`src/ex_pkg.sv`:
```
// Execute stage package
// Widths, multiplier latency and the operator and state encodings
package ex_pkg;

  ////////////////////
  // Widths
  ////////////////////

  // One machine word
  localparam int DATA_W      = 32;
  // Register file index
  localparam int REG_ADDR_W  = 5;
  // Accumulate steps of the multiplier, one byte of op_b each
  localparam int MULT_CYCLES = 4;

  ////////////////////
  // ALU operators
  ////////////////////

  typedef enum logic [3:0] {
    ALU_ADD  = 4'd0,
    ALU_SUB  = 4'd1,
    ALU_AND  = 4'd2,
    ALU_OR   = 4'd3,
    ALU_XOR  = 4'd4,
    // Shifts
    ALU_SLL  = 4'd5,
    ALU_SRL  = 4'd6,
    ALU_SRA  = 4'd7,
    // Set less than
    ALU_SLT  = 4'd8,
    ALU_SLTU = 4'd9,
    // Branch comparisons
    ALU_EQ   = 4'd10,
    ALU_NE   = 4'd11,
    ALU_LT   = 4'd12,
    ALU_GE   = 4'd13,
    ALU_LTU  = 4'd14,
    ALU_GEU  = 4'd15
  } alu_op_e;

  ////////////////////
  // Multiplier
  ////////////////////

  typedef enum logic [1:0] {
    MUL_LO  = 2'd0,  // low word of a*b
    MUL_HSS = 2'd1,  // high word, signed x signed
    MUL_HUU = 2'd2,  // high word, unsigned x unsigned
    MUL_MAC = 2'd3   // low word of a*b + c
  } mult_op_e;

  typedef enum logic [1:0] {
    MS_IDLE = 2'd0,
    MS_CALC = 2'd1,
    MS_DONE = 2'd2
  } mult_state_e;

endpackage
```
`src/ex_intf.sv`:
```
// Execute stage internal interfaces
// ALU operand/result bundle and multiplier request/response bundle
`timescale 1ns/1ps

// Purely combinational, no handshake
interface ex_alu_if;
  ex_pkg::alu_op_e             operator;
  logic [ex_pkg::DATA_W-1:0]   operand_a;
  logic [ex_pkg::DATA_W-1:0]   operand_b;
  logic [ex_pkg::DATA_W-1:0]   result;
  logic                        cmp_result;

  modport stage (output operator, output operand_a, output operand_b,
                 input result, input cmp_result);
  modport alu (input operator, input operand_a, input operand_b,
               output result, output cmp_result);
endinterface

// Level request, ready/multicycle status back
interface ex_mult_if;
  logic                        en;
  ex_pkg::mult_op_e            operator;
  logic [ex_pkg::DATA_W-1:0]   op_a;
  logic [ex_pkg::DATA_W-1:0]   op_b;
  logic [ex_pkg::DATA_W-1:0]   op_c;
  // Stage can accept the next instruction
  logic                        ex_ready;
  logic [ex_pkg::DATA_W-1:0]   result;
  logic                        ready;
  logic                        multicycle;

  modport stage (output en, output operator, output op_a, output op_b, output op_c,
                 output ex_ready, input result, input ready, input multicycle);
  modport mult (input en, input operator, input op_a, input op_b, input op_c,
                input ex_ready, output result, output ready, output multicycle);
endinterface

```
`src/ex_stage.sv`:
```
// Execute stage top level
// ALU, multiplier, result mux, EX/WB register and stall control
`timescale 1ns/1ps

module ex_stage (
  input  logic                          clk,
  input  logic                          rst_n,

  // ALU operands from decode
  input  ex_pkg::alu_op_e               alu_operator_i,
  input  logic [ex_pkg::DATA_W-1:0]     alu_operand_a_i,
  input  logic [ex_pkg::DATA_W-1:0]     alu_operand_b_i,
  input  logic [ex_pkg::DATA_W-1:0]     alu_operand_c_i,

  // Multiplier request
  input  logic                          mult_en_i,
  input  ex_pkg::mult_op_e              mult_operator_i,
  input  logic [ex_pkg::DATA_W-1:0]     mult_operand_a_i,
  input  logic [ex_pkg::DATA_W-1:0]     mult_operand_b_i,
  input  logic [ex_pkg::DATA_W-1:0]     mult_operand_c_i,
  output logic                          mult_multicycle_o,

  input  logic                          branch_in_ex_i,
  input  logic [ex_pkg::REG_ADDR_W-1:0] regfile_alu_waddr_i,
  input  logic                          regfile_alu_we_i,

  // Passed on to writeback
  input  logic                          regfile_we_i,
  input  logic [ex_pkg::REG_ADDR_W-1:0] regfile_waddr_i,

  input  logic                          csr_access_i,
  input  logic [ex_pkg::DATA_W-1:0]     csr_rdata_i,

  // EX/WB register
  output logic [ex_pkg::REG_ADDR_W-1:0] regfile_waddr_wb_o,
  output logic                          regfile_we_wb_o,

  // Forwarding to decode and register file
  output logic [ex_pkg::REG_ADDR_W-1:0] regfile_alu_waddr_fw_o,
  output logic                          regfile_alu_we_fw_o,
  output logic [ex_pkg::DATA_W-1:0]     regfile_alu_wdata_fw_o,

  // Branch resolution to fetch
  output logic [ex_pkg::DATA_W-1:0]     jump_target_o,
  output logic                          branch_decision_o,

  // Stall control
  input  logic                          lsu_ready_ex_i,
  input  logic                          wb_ready_i,
  output logic                          ex_ready_o,
  output logic                          ex_valid_o
);

  ex_alu_if  alu_if ();
  ex_mult_if mult_if ();

  logic [ex_pkg::DATA_W-1:0] alu_csr_result;
  logic                      we_conflict;

  ////////////////////
  // ALU
  ////////////////////

  assign alu_if.operator  = alu_operator_i;
  assign alu_if.operand_a = alu_operand_a_i;
  assign alu_if.operand_b = alu_operand_b_i;

  ex_alu u_alu (
    .alu (alu_if.alu)
  );

  ////////////////////
  // Multiplier
  ////////////////////

  assign mult_if.en       = mult_en_i;
  assign mult_if.operator = mult_operator_i;
  assign mult_if.op_a     = mult_operand_a_i;
  assign mult_if.op_b     = mult_operand_b_i;
  assign mult_if.op_c     = mult_operand_c_i;
  assign mult_if.ex_ready = ex_ready_o;

  ex_mult u_mult (
    .clk   (clk),
    .rst_n (rst_n),
    .mul   (mult_if.mult)
  );

  assign mult_multicycle_o = mult_if.multicycle;

  ////////////////////
  // Result mux
  ////////////////////

  // Multiplier over CSR over ALU
  assign alu_csr_result         = csr_access_i ? csr_rdata_i : alu_if.result;
  assign regfile_alu_wdata_fw_o = mult_en_i ? mult_if.result : alu_csr_result;
  assign regfile_alu_waddr_fw_o = regfile_alu_waddr_i;
  assign regfile_alu_we_fw_o    = regfile_alu_we_i;

  // Target computed in decode
  assign jump_target_o     = alu_operand_c_i;
  assign branch_decision_o = alu_if.cmp_result;

  ////////////////////
  // Stall control
  ////////////////////

  // Single write port, WB and ALU write cannot share a cycle
  assign we_conflict = regfile_we_wb_o & regfile_alu_we_i;

  assign ex_valid_o = mult_if.ready & lsu_ready_ex_i & wb_ready_i;
  // Branches finish here without a writeback slot
  assign ex_ready_o = (ex_valid_o & ~we_conflict) | branch_in_ex_i;

  ////////////////////
  // EX/WB register
  ////////////////////

  always_ff @(posedge clk, negedge rst_n)
  begin
    if (!rst_n)
    begin
      regfile_we_wb_o    <= 1'b0;
      regfile_waddr_wb_o <= '0;
    end
    else if (ex_valid_o)
    begin
      regfile_we_wb_o <= regfile_we_i;
      // Address only moves with a real write
      if (regfile_we_i)
        regfile_waddr_wb_o <= regfile_waddr_i;
    end
    else if (wb_ready_i)
    begin
      // Bubble into writeback
      regfile_we_wb_o <= 1'b0;
    end
  end

endmodule

```
`src/ex_mult.sv`:
```
// Iterative multiplier, one byte of op_b per cycle
// Low product, signed/unsigned high products and multiply-accumulate
`timescale 1ns/1ps

module ex_mult (
  input  logic     clk,
  input  logic     rst_n,
  ex_mult_if.mult  mul
);

  ex_pkg::mult_state_e                      state_q;
  ex_pkg::mult_state_e                      state_d;
  logic [$clog2(ex_pkg::MULT_CYCLES)-1:0]   cnt_q;
  logic                                     last_step;
  logic                                     busy;
  logic                                     start;
  logic                                     ext_sign;
  // Payload
  ex_pkg::mult_op_e                         op_q;
  logic signed [ex_pkg::DATA_W:0]           a_q;
  logic [ex_pkg::DATA_W:0]                  b_q;
  logic [2*ex_pkg::DATA_W-1:0]              acc_q;
  // One partial product
  logic [7:0]                               slice;
  logic                                     slice_ext;
  logic signed [ex_pkg::DATA_W+9:0]         part;
  logic signed [2*ex_pkg::DATA_W-1:0]       part_ext;

  assign start     = (state_q == ex_pkg::MS_IDLE) && mul.en;
  assign last_step = (cnt_q == ex_pkg::MULT_CYCLES - 1);
  // Only MUL_HSS treats operands as signed
  assign ext_sign  = (mul.operator == ex_pkg::MUL_HSS);

  ////////////////////
  // FSM
  ////////////////////

  always_comb
  begin
    state_d = state_q;
    unique case (state_q)
      ex_pkg::MS_IDLE: if (mul.en) state_d = ex_pkg::MS_CALC;
      ex_pkg::MS_CALC: if (last_step) state_d = ex_pkg::MS_DONE;
      // Hold result until the stage moves on
      ex_pkg::MS_DONE: if (mul.ex_ready) state_d = ex_pkg::MS_IDLE;
      default:         state_d = ex_pkg::MS_IDLE;
    endcase
  end

  always_ff @(posedge clk, negedge rst_n)
  begin
    if (!rst_n)
    begin
      state_q <= ex_pkg::MS_IDLE;
      cnt_q   <= '0;
    end
    else
    begin
      state_q <= state_d;
      // Wraps back to zero after the last step
      if (state_q == ex_pkg::MS_CALC)
        cnt_q <= cnt_q + 1'b1;
      else
        cnt_q <= '0;
    end
  end

  ////////////////////
  // Datapath
  ////////////////////

  // Top byte carries the sign of b for signed high product
  assign slice     = b_q[{cnt_q, 3'b000} +: 8];
  assign slice_ext = last_step & b_q[ex_pkg::DATA_W];
  assign part      = a_q * $signed({slice_ext, slice});
  assign part_ext  = part;

  always_ff @(posedge clk)
  begin
    if (start)
    begin
      op_q  <= mul.operator;
      a_q   <= {ext_sign & mul.op_a[ex_pkg::DATA_W-1], mul.op_a};
      b_q   <= {ext_sign & mul.op_b[ex_pkg::DATA_W-1], mul.op_b};
      // Seed with c for MAC
      acc_q <= (mul.operator == ex_pkg::MUL_MAC) ? {{ex_pkg::DATA_W{1'b0}}, mul.op_c} : '0;
    end
    else if (state_q == ex_pkg::MS_CALC)
    begin
      acc_q <= acc_q + (part_ext <<< {cnt_q, 3'b000});
    end
  end

  // Busy from the load cycle through the last accumulate step
  assign busy           = start || (state_q == ex_pkg::MS_CALC);
  assign mul.ready      = ~busy;
  assign mul.multicycle = busy;

  assign mul.result = ((op_q == ex_pkg::MUL_HSS) || (op_q == ex_pkg::MUL_HUU))
                    ? acc_q[2*ex_pkg::DATA_W-1:ex_pkg::DATA_W]
                    : acc_q[ex_pkg::DATA_W-1:0];

endmodule

```
`src/ex_alu.sv`:
```
// Single-cycle ALU
// Arithmetic, logic, shifts, set-less-than and branch comparison
`timescale 1ns/1ps

module ex_alu (
  ex_alu_if.alu alu
);

  logic                                sub_en;
  logic [ex_pkg::DATA_W-1:0]           b_inv;
  logic [ex_pkg::DATA_W:0]             sum;
  logic                                is_eq;
  logic                                lt_s;
  logic                                lt_u;
  logic [$clog2(ex_pkg::DATA_W)-1:0]   shamt;
  logic                                cmp;

  ////////////////////
  // Shared adder
  ////////////////////

  // Only ALU_ADD adds, every other user needs a - b
  assign sub_en = (alu.operator != ex_pkg::ALU_ADD);
  assign b_inv  = sub_en ? ~alu.operand_b : alu.operand_b;

  // Extra top bit catches the carry out
  assign sum = {1'b0, alu.operand_a} + {1'b0, b_inv}
             + {{ex_pkg::DATA_W{1'b0}}, sub_en};

  ////////////////////
  // Comparisons
  ////////////////////

  assign is_eq = (alu.operand_a == alu.operand_b);

  // Different signs: a is smaller iff a negative
  // Same signs: sign of the difference decides
  assign lt_s = (alu.operand_a[ex_pkg::DATA_W-1] != alu.operand_b[ex_pkg::DATA_W-1])
              ? alu.operand_a[ex_pkg::DATA_W-1]
              : sum[ex_pkg::DATA_W-1];

  // No carry out of a + ~b + 1 means a borrow
  assign lt_u = ~sum[ex_pkg::DATA_W];

  always_comb
  begin
    unique case (alu.operator)
      ex_pkg::ALU_EQ:  cmp = is_eq;
      ex_pkg::ALU_NE:  cmp = ~is_eq;
      ex_pkg::ALU_LT:  cmp = lt_s;
      ex_pkg::ALU_GE:  cmp = ~lt_s;
      ex_pkg::ALU_LTU: cmp = lt_u;
      ex_pkg::ALU_GEU: cmp = ~lt_u;
      // Non-branch operators report equality
      default:         cmp = is_eq;
    endcase
  end

  assign alu.cmp_result = cmp;

  ////////////////////
  // Result select
  ////////////////////

  // Shift amount from low bits of b
  assign shamt = alu.operand_b[$clog2(ex_pkg::DATA_W)-1:0];

  always_comb
  begin
    unique case (alu.operator)
      ex_pkg::ALU_ADD,
      ex_pkg::ALU_SUB:  alu.result = sum[ex_pkg::DATA_W-1:0];
      ex_pkg::ALU_AND:  alu.result = alu.operand_a & alu.operand_b;
      ex_pkg::ALU_OR:   alu.result = alu.operand_a | alu.operand_b;
      ex_pkg::ALU_XOR:  alu.result = alu.operand_a ^ alu.operand_b;
      ex_pkg::ALU_SLL:  alu.result = alu.operand_a << shamt;
      ex_pkg::ALU_SRL:  alu.result = alu.operand_a >> shamt;
      // Arithmetic shift keeps the sign
      ex_pkg::ALU_SRA:  alu.result = $unsigned($signed(alu.operand_a) >>> shamt);
      ex_pkg::ALU_SLT:  alu.result = {{(ex_pkg::DATA_W-1){1'b0}}, lt_s};
      ex_pkg::ALU_SLTU: alu.result = {{(ex_pkg::DATA_W-1){1'b0}}, lt_u};
      // Branch operators return the decision, zero extended
      default:          alu.result = {{(ex_pkg::DATA_W-1){1'b0}}, cmp};
    endcase
  end

endmodule

```
`config.mk`:
```
export PLATFORM = sky130hd
export DESIGN_NAME = ex_stage
export DESIGN_NICKNAME = d
export VERILOG_FILES = /design/src/ex_pkg.sv /design/src/ex_intf.sv /design/src/ex_stage.sv /design/src/ex_mult.sv /design/src/ex_alu.sv
export SDC_FILE = /design/constraint.sdc
export NUM_CORES = 2
export LEC_CHECK = 0
export ABC_AREA = 1
export BUFFER_PORTS_ARGS = -buffer_cell sky130_fd_sc_hd__clkbuf_2
export CAP_MARGIN = 20
export CORE_MARGIN = 2
export CORE_UTILIZATION = 55
export CTS_CLUSTER_DIAMETER = 60
export DETAILED_ROUTE_END_ITERATION = 12
export PLACE_DENSITY = 0.86
export SYNTH_ARGS = -nofsm -noshare
export SYNTH_HDL_FRONTEND = slang
export SYNTH_SLANG_ARGS = --single-unit
```
`constraint.sdc`:
```
create_clock -name clk -period 22.2 [get_ports clk]
set_input_delay 4.44 -clock clk [delete_from_list [all_inputs] [get_ports clk]]
set_output_delay 4.44 -clock clk [all_outputs]
set_load 0.01 [all_outputs]
```
# After elaboration in Yosys (flattened, before gate mapping)
# Index checks and enable logic that the tools add are counted.
dict set report classes {
  n_addsub 4
  multipliers 1
  n_div 0
  order_cmp 0
  n_eq_ne 26
  shift 5
  n_mux 17
  bitwise 17
  reduce_logical 11
}
# cell count
set ops {}
lappend ops {{$pmux W32 S9} 1}
lappend ops {{$mux W32} 5}
lappend ops {{$mux W64} 2}
lappend ops {{$add A64 B64 Y64} 1}
lappend ops {{$sshl A64 B5 Y64} 1}
lappend ops {{$mul A33 B9 Y42} 1}
lappend ops {{$add A32 B32 Y33} 1}
lappend ops {{$add A33 B1 Y33} 1}
lappend ops {{$shiftx A33 B6 Y8} 1}
lappend ops {{$and A32 B32 Y32} 1}
lappend ops {{$eq A32 B32 Y1} 1}
lappend ops {{$not A32 Y32} 1}
lappend ops {{$or A32 B32 Y32} 1}
lappend ops {{$shl A32 B5 Y32} 1}
lappend ops {{$shr A32 B5 Y32} 1}
lappend ops {{$sshr A32 B5 Y32} 1}
lappend ops {{$xor A32 B32 Y32} 1}
lappend ops {{$eq A4 B4 Y1 const B} 7}
lappend ops {{$eq A4 B3 Y1 const B} 4}
lappend ops {{$eq A2 B2 Y1 const B} 4}
lappend ops {{$eq A4 B2 Y1 const B} 2}
lappend ops {{$mux W2} 4}
lappend ops {{$and A1 B1 Y1} 7}
lappend ops {{$eq A2 B1 Y1 const B} 3}
lappend ops {{19 further kinds} 28}
dict set report word_totals {
  ff_bits 142
  latchBits 0
  ramBits 0
  romBits 0
  inputBits 249
  output_inout_bits 80
  elab_cells 89
  mem_count 0
}

# Longest topological paths before layout
dict set report depth {
  word_depth 10
  ltp_mapped 50
  depth_no_buf 48
}

# Modules after synthesis
# A second synthesis with hierarchy kept.
dict set report hier_totals {
  hier_cells 4315
  area_unflattened_um2 29560.9
}
# module n_inst cells_per_inst area_per_inst_um2 seq_area_each_um2
set by_module_without_submodules {}
lappend by_module_without_submodules {ex_mult 1 2733 20654.8 4063.9}
lappend by_module_without_submodules {ex_alu 1 1369 7654.8 0.0}
lappend by_module_without_submodules {ex_stage 1 213 1251.2 150.1}

# Least setup slack after synthesis
# No wires, ideal clock.
dict set report synth_path {
  path_kind {input port to output port}
  start {input port alu_operator_i[3]}
  end {output port regfile_alu_wdata_fw_o[0] (netlist bit)}
  arrival_time_ns 7.163
  required_ns 17.760
  setup_slack_ns 10.597
  path_stages 23
  path_buffers 2
  path_cell_list {nor2_2 -> nand2_1 -> clkbuf_1 -> nor2_1 -> buf_2 -> xor2_1 -> ha_1 -> a21oi_1 -> o21ai_0 -> a21oi_1 -> inv_1 -> nand2_1 -> nand2_1 -> nand3_1 -> nand2_1 -> nand2_1 -> o21ai_0 -> inv_1 -> nand4_2 -> nand2_1 -> nand3_1 -> nand2_1 -> nand2_1}
}
dict set report synth_via {
  elab_chain_cells 10
  elab_cells_between_ends 27
  classes_between {add/sub (2); eq/ne (14); mux (6); bitwise (2); reduce/logical (3)}
}
# item line
set synth_lines {}
lappend synth_lines {{start, declared} ex_stage.sv:10} ;# input ex_pkg::alu_op_e alu_operator_i,
lappend synth_lines {{$reduce_bool A4 Y1} ex_alu.sv:23} ;# assign sub_en = (alu.operator != ex_pkg::ALU_ADD);
lappend synth_lines {{$mux W32} ex_alu.sv:24} ;# assign b_inv = sub_en ? ~alu.operand_b : alu.operand_b;
lappend synth_lines {{$add A32 B32 Y33} ex_alu.sv:27} ;# assign sum = {1'b0, alu.operand_a} + {1'b0, b_inv}
lappend synth_lines {{$add A33 B1 Y33} ex_alu.sv:28} ;# + {{ex_pkg::DATA_W{1'b0}}, sub_en};
lappend synth_lines {{$mux W1} ex_alu.sv:39} ;# ? alu.operand_a[ex_pkg::DATA_W-1]
lappend synth_lines {{$not A1 Y1} ex_alu.sv:51} ;# ex_pkg::ALU_GE: cmp = ~lt_s;
lappend synth_lines {{$pmux W1 S5 (*)} ex_alu.sv:47} ;# unique case (alu.operator)
lappend synth_lines {{net branch_decision_o} ex_stage.sv:45} ;# output logic branch_decision_o,
lappend synth_lines {{$pmux W32 S9 (*)} ex_alu.sv:70} ;# unique case (alu.operator)
lappend synth_lines {{$mux W32 (*)} ex_stage.sv:96} ;# assign alu_csr_result = csr_access_i ? csr_rdata_i : alu_if.result;
lappend synth_lines {{$mux W32 (*)} ex_stage.sv:97} ;# assign regfile_alu_wdata_fw_o = mult_en_i ? mult_if.result : alu_csr_result;
lappend synth_lines {{end, declared} ex_stage.sv:41} ;# output logic [ex_pkg::DATA_W-1:0] regfile_alu_wdata_fw_o,
# Mark *: on every way through the listed nets, which the timed path passes. The rest lies on a longest branch.

# Worst setup path in the final report
dict set report layout_path {
  start {input port alu_operator_i[3]}
  end {output port regfile_alu_wdata_fw_o[16] (netlist bit)}
}
dict set report layout_via {
  elab_chain_cells 7
  elab_cells_between_ends 18
  classes_between {add/sub (2); eq/ne (9); mux (4); reduce/logical (3)}
}
# item line
set layout_lines {}
lappend layout_lines {{$reduce_bool A4 Y1} ex_alu.sv:23}
lappend layout_lines {{$mux W32} ex_alu.sv:24}
lappend layout_lines {{$add A32 B32 Y33} ex_alu.sv:27}
lappend layout_lines {{$add A33 B1 Y33} ex_alu.sv:28}
lappend layout_lines {{$pmux W32 S9 (*)} ex_alu.sv:70}
lappend layout_lines {{$mux W32 (*)} ex_stage.sv:96}
lappend layout_lines {{$mux W32 (*)} ex_stage.sv:97}
# Every way passes the cells marked *; elsewhere a longest branch is shown, timed or not.

==> impl.org <==
** Global routing
- The initial antenna violation count is 7.
- The via count of the first global-routing pass came to between 20000 and 30000.
- Entering global routing, the biggest net connects 77 pins.
- Overall routing resource usage :: 44.73%
- For this run the aggregate overflow at the end of global routing stands at 0.
- The first global-routing pass estimated 178500 um of wire.

** Clock network
- Cell at the root of the clock tree :: sky130_fd_sc_hd__clkbuf_16
- The tree built by TritonCTS fans out to 142 sinks.
- At the later pin of the worst-skew pair, clock insertion delay measures ~0.5 ns.
- TritonCTS built the clock tree.
- Number of buffers between clock root and the deepest sink :: 2
- The H-tree was split into 4 levels.
- CTS hold repair buffers :: 0
- Buffers inserted during clock tree synthesis total 17.
- Cts repair resizes :: 0
- CTS clk-pin slew, worst paths :: roughly 0.07 ns
- The number of setup buffers added after CTS is 0.

** Setup path
- Launching element type of the critical path :: primary input
- The critical path is of the in -> out type.
- Counting cells, the worst reg-to-reg path comes to 39.
- Critical path's slowest cell :: sky130_fd_sc_hd__buf_4
- Crit Path Max Fanout :: 31
- STA puts the critical path data arrival time at 8.38 ns.
- Critical Path End Type :: primary output
- The signal on the critical path passes through clkbuf_2 -> nor2_2 -> nand2_1 -> buf_4 -> nor2_4 -> buf_4 -> xor2_1 -> inv_1 -> fa_1 -> inv_1 -> nand2_1 -> o21ai_1 -> a21oi_1 -> inv_1 -> nand2_1 -> nand2_1 -> a21oi_1 -> o21ai_0 -> o2111ai_1 -> o21ai_1 -> nand2_1 -> nand2_1 -> o21ai_1 -> clkbuf_2.
- At the worst endpoint, the required time is roughly 18 ns.
- The most numerous cell type found on the critical path is sky130_fd_sc_hd__nand2_1.
- The startpoint identified for the worst register-to-register timing path is u_mult.cnt_q[0]$_DFF_PN0_.
- For flop-to-flop paths, the worst setup slack is ~12 ns.
- Critical Path Max Stage Delay :: about 0.44 ns
- In this run the critical register-to-register path is captured at u_mult.acc_q[61]$_SDFFCE_PP0P_.

** Final layout
- Summed area of non-filler cells in the final layout :: 0.03068 mm2
- In the final design database the tool counted 4976 nets.
- Filler Cells Inserted :: 5003
- Area growth from synthesis to layout :: 7.159%
- The sequential cells in the finished layout cover a total of roughly 0.0042 mm2.
- Of the cells placed in the final design, the portion with a size suffix greater than 1 is 9.593%.
- Area of the multi-input gates :: 0.02145 mm2

** Logic synthesis
- The number of different library cells used by synthesis comes to 70.
- The number of nets in the synthesized netlist is 4849.
- Synth Instances :: about 4100
- Flip-flop and latch count after synthesis :: 142
- Among all flip-flop cells after synthesis, the most frequent one is sky130_fd_sc_hd__edfxtp_1.
- Number of flops mapped to enable cells by yosys :: 132
- Summing every instance area after synthesis gives between 0.02 and 0.03 mm2.
- A synthesized cell averages 6.961 um2.
- The Yosys step of the flow raised 0 warnings.
- Of all flip-flops after synthesis, the portion carrying an async set or reset was 7.042%.
- Share of the yosys chip area belonging to registers :: 14.72%

** Worst hold path
- In this run the most critical hold path is launched from regfile_waddr_wb_o[3]$_DFFE_PN0P_.
- Kind of path behind the tightest hold check :: reg -> reg
- Along the worst hold path, the cell count comes to 1.
- The path with the worst hold slack has its endpoint at regfile_waddr_wb_o[3]$_DFFE_PN0P_.

** Timing
- Share of the cycle needed by the critical path after routing :: between 50% and 60%
- Timing would allow up to 0.07802 GHz.
- In the final timing run, aggregate negative setup slack is 0 ns.
- The number of failing hold endpoints at the final stage came to 0.
- Time the final worst path needs with I/O delays and setup :: 12.82 ns
- RSZ-0062 raised after global routing :: false
- Final-report max-slew violation count :: 0
- Setup violations remaining at the end of the flow were counted as 0.
- At the pin with the least slew margin, the transition time is roughly 1.1 ns.
- Fin Clk Skew :: 0.01986 ns
- Max-slew headroom :: 27.86%

** Detailed routing
- After detailed routing, the number of vias per cell comes to 6.186.
- Initial drt markers :: 3787
- Final routed wirelength across all metal layers :: 120300 um
- Once detail routing completed, the nets flagged for antenna violations numbered 0.
- DRC errors left :: 0
- Drt pass-1 iters :: 7
- Average detailed-routed wire length per instance :: 24.36 um
- Detailed-route via count :: 30536

** Placed design
- Placed instance area :: between 0.03 and 0.04 mm2
- Routability-driven placement finished with a final weighted congestion of 1.108.
- Detailed placer's ending HPWL :: 99650 um
- I/O Buffers :: 254

** Floorplanning
- After floorplanning, the core was sized to cover 0.05141 mm2.
- The die is 232.2 um tall.
- Die X :: 232.2 um
- I/O pin count :: 329
- Placement Rows :: 83
- For this configuration, the core starts out at a cell density of 55.69%.
- The die covers 0.05389 mm2.

** Status
- Result of the run :: complete, no violations

** Flow run
- Across the run, the number of max-cap violations was 0.
## per-stage QoR
| step | hold slack (ns) | worst slack [ns] | util [%] | instances |
|---|---|---|---|---|
| floorplan | 0.5406 | 10.60 | - | 4113 |
| global placement | 0.4898 | 9.551 | 58.50 | 4900 |
| detailed placement | 0.4935 | 9.528 | 58.50 | 4900 |
| CTS | 0.5078 | 9.503 | 59.63 | 4932 |
| global route | 0.5221 | 9.001 | 59.67 | 4935 |
| finish | 0.5066 | 9.383 | 59.68 | 4936 |
## final cells by class
type	instances	area share (%)
Multi-Input combinational cell	3254	69.93
Timing Repair Buffer	293	5.139
Clock buffer	18	1.399
Antenna cell	3	0.02447
Sequential cell	142	13.74
Clock inverter	14	0.4853
Inverter	532	6.509
Tap cell	680	2.773
## how the worst max path moves through the flow
stage | startpoint | endpoint | slack, ns | cells after the start
2_1_floorplan | alu_operator_i[3] | regfile_alu_wdata_fw_o[0] | 10.60 | 23
6_report | alu_operator_i[3] | regfile_alu_wdata_fw_o[16] | 9.38 | 24
4_1_cts | alu_operator_i[3] | regfile_alu_wdata_fw_o[20] | 9.50 | 24
3_5_place_dp | alu_operator_i[3] | regfile_alu_wdata_fw_o[20] | 9.53 | 24
5_1_grt | alu_operator_i[3] | regfile_alu_wdata_fw_o[0] | 9.00 | 26
3_3_place_gp | alu_operator_i[1] | regfile_alu_wdata_fw_o[0] | 9.55 | 26
## cells in the final DEF (no fill, tap or decap), types with 22 or more instances in the layout
cell type                  synthesis  routed
sky130_fd_sc_hd__a21oi_1         297     297
sky130_fd_sc_hd__nand2_1         876     876
sky130_fd_sc_hd__clkbuf_2          0     254
sky130_fd_sc_hd__nor3_1           27      27
sky130_fd_sc_hd__a21o_1           26      26
sky130_fd_sc_hd__nand4_1          22      22
sky130_fd_sc_hd__o21a_1           28      28
sky130_fd_sc_hd__o21ai_0         336     336
sky130_fd_sc_hd__edfxtp_1        132     132
sky130_fd_sc_hd__mux2i_1          33      33
sky130_fd_sc_hd__inv_1           523     521
sky130_fd_sc_hd__xor2_1           49      49
sky130_fd_sc_hd__fa_1            240     240
sky130_fd_sc_hd__buf_4            46      38
sky130_fd_sc_hd__o211ai_1         33      33
sky130_fd_sc_hd__a31oi_1          42      42
sky130_fd_sc_hd__xnor2_1          32      32
sky130_fd_sc_hd__nand3_1         173     173
sky130_fd_sc_hd__o21ai_1          70      70
sky130_fd_sc_hd__nor2_1          500     499
sky130_fd_sc_hd__ha_1            247     247
## cells in the mapped netlist (all sizes together), types with 26 or more instances
cell / instances / area [um2]
a21o: 26 / 195.2
nand3: 176 / 895.9
inv: 529 / 1986
edfxtp: 132 / 3964
nor2: 510 / 1954
o211ai: 35 / 272.8
xnor2: 32 / 280.3
fa: 240 / 4805
mux2i: 33 / 330.3
nand2: 884 / 3338
or2: 32 / 200.2
xor2: 49 / 429.2
ha: 247 / 3090
a31oi: 42 / 262.8
nor3: 28 / 145.1
o21a: 28 / 210.2
o21ai: 415 / 2111
clkbuf: 77 / 289.0
buf: 108 / 689.4
a21oi: 308 / 1590
## worst max-delay path: cells and delay by family
family                     cells  cell delay (ns)
AOI/OAI and AO/OA              7             1.18
xor gates and xnor gates       1             0.24
and+or+nand+nor                8             0.93
buffers and inverters          7             1.21
adders and majority gates      1             0.36
## per-layer routing
layer	vias up	routed length, um	global-route usage (%)
li1	13881	-	-
met3	356	13060	9.344
met4	4	8414	27.30
met5	-	26	0
met1	14311	47230	59.76
met2	1984	51530	66.33
## kinds of logic (layout without fill, tap and decap cells)
kind of cell	count (synthesis)	after routing	synth area share [%]
AOI/OAI and AO/OA	969	969	19.49
buffers and inverters	717	857	10.39
and+or+nand+nor	1679	1679	23.99
DFF	142	142	14.72
muxes	38	38	1.350
xor gates and xnor gates	81	81	2.478
other	0	3	0
adders and majority gates	487	487	27.58
## sequential cells by signal (all words and copies together), names as in the netlist
signal	flops
regfile_waddr_wb_o	5
u_mult.op_q	2
u_mult.state_q	2
u_mult.cnt_q	2
u_mult.b_q	33
regfile_we_wb_o	1
u_mult.a_q	33
u_mult.acc_q	64
Power is left out: the tool's default activity adds up to more than one toggle a clock period on the data nets, which glitch-free logic cannot reach.
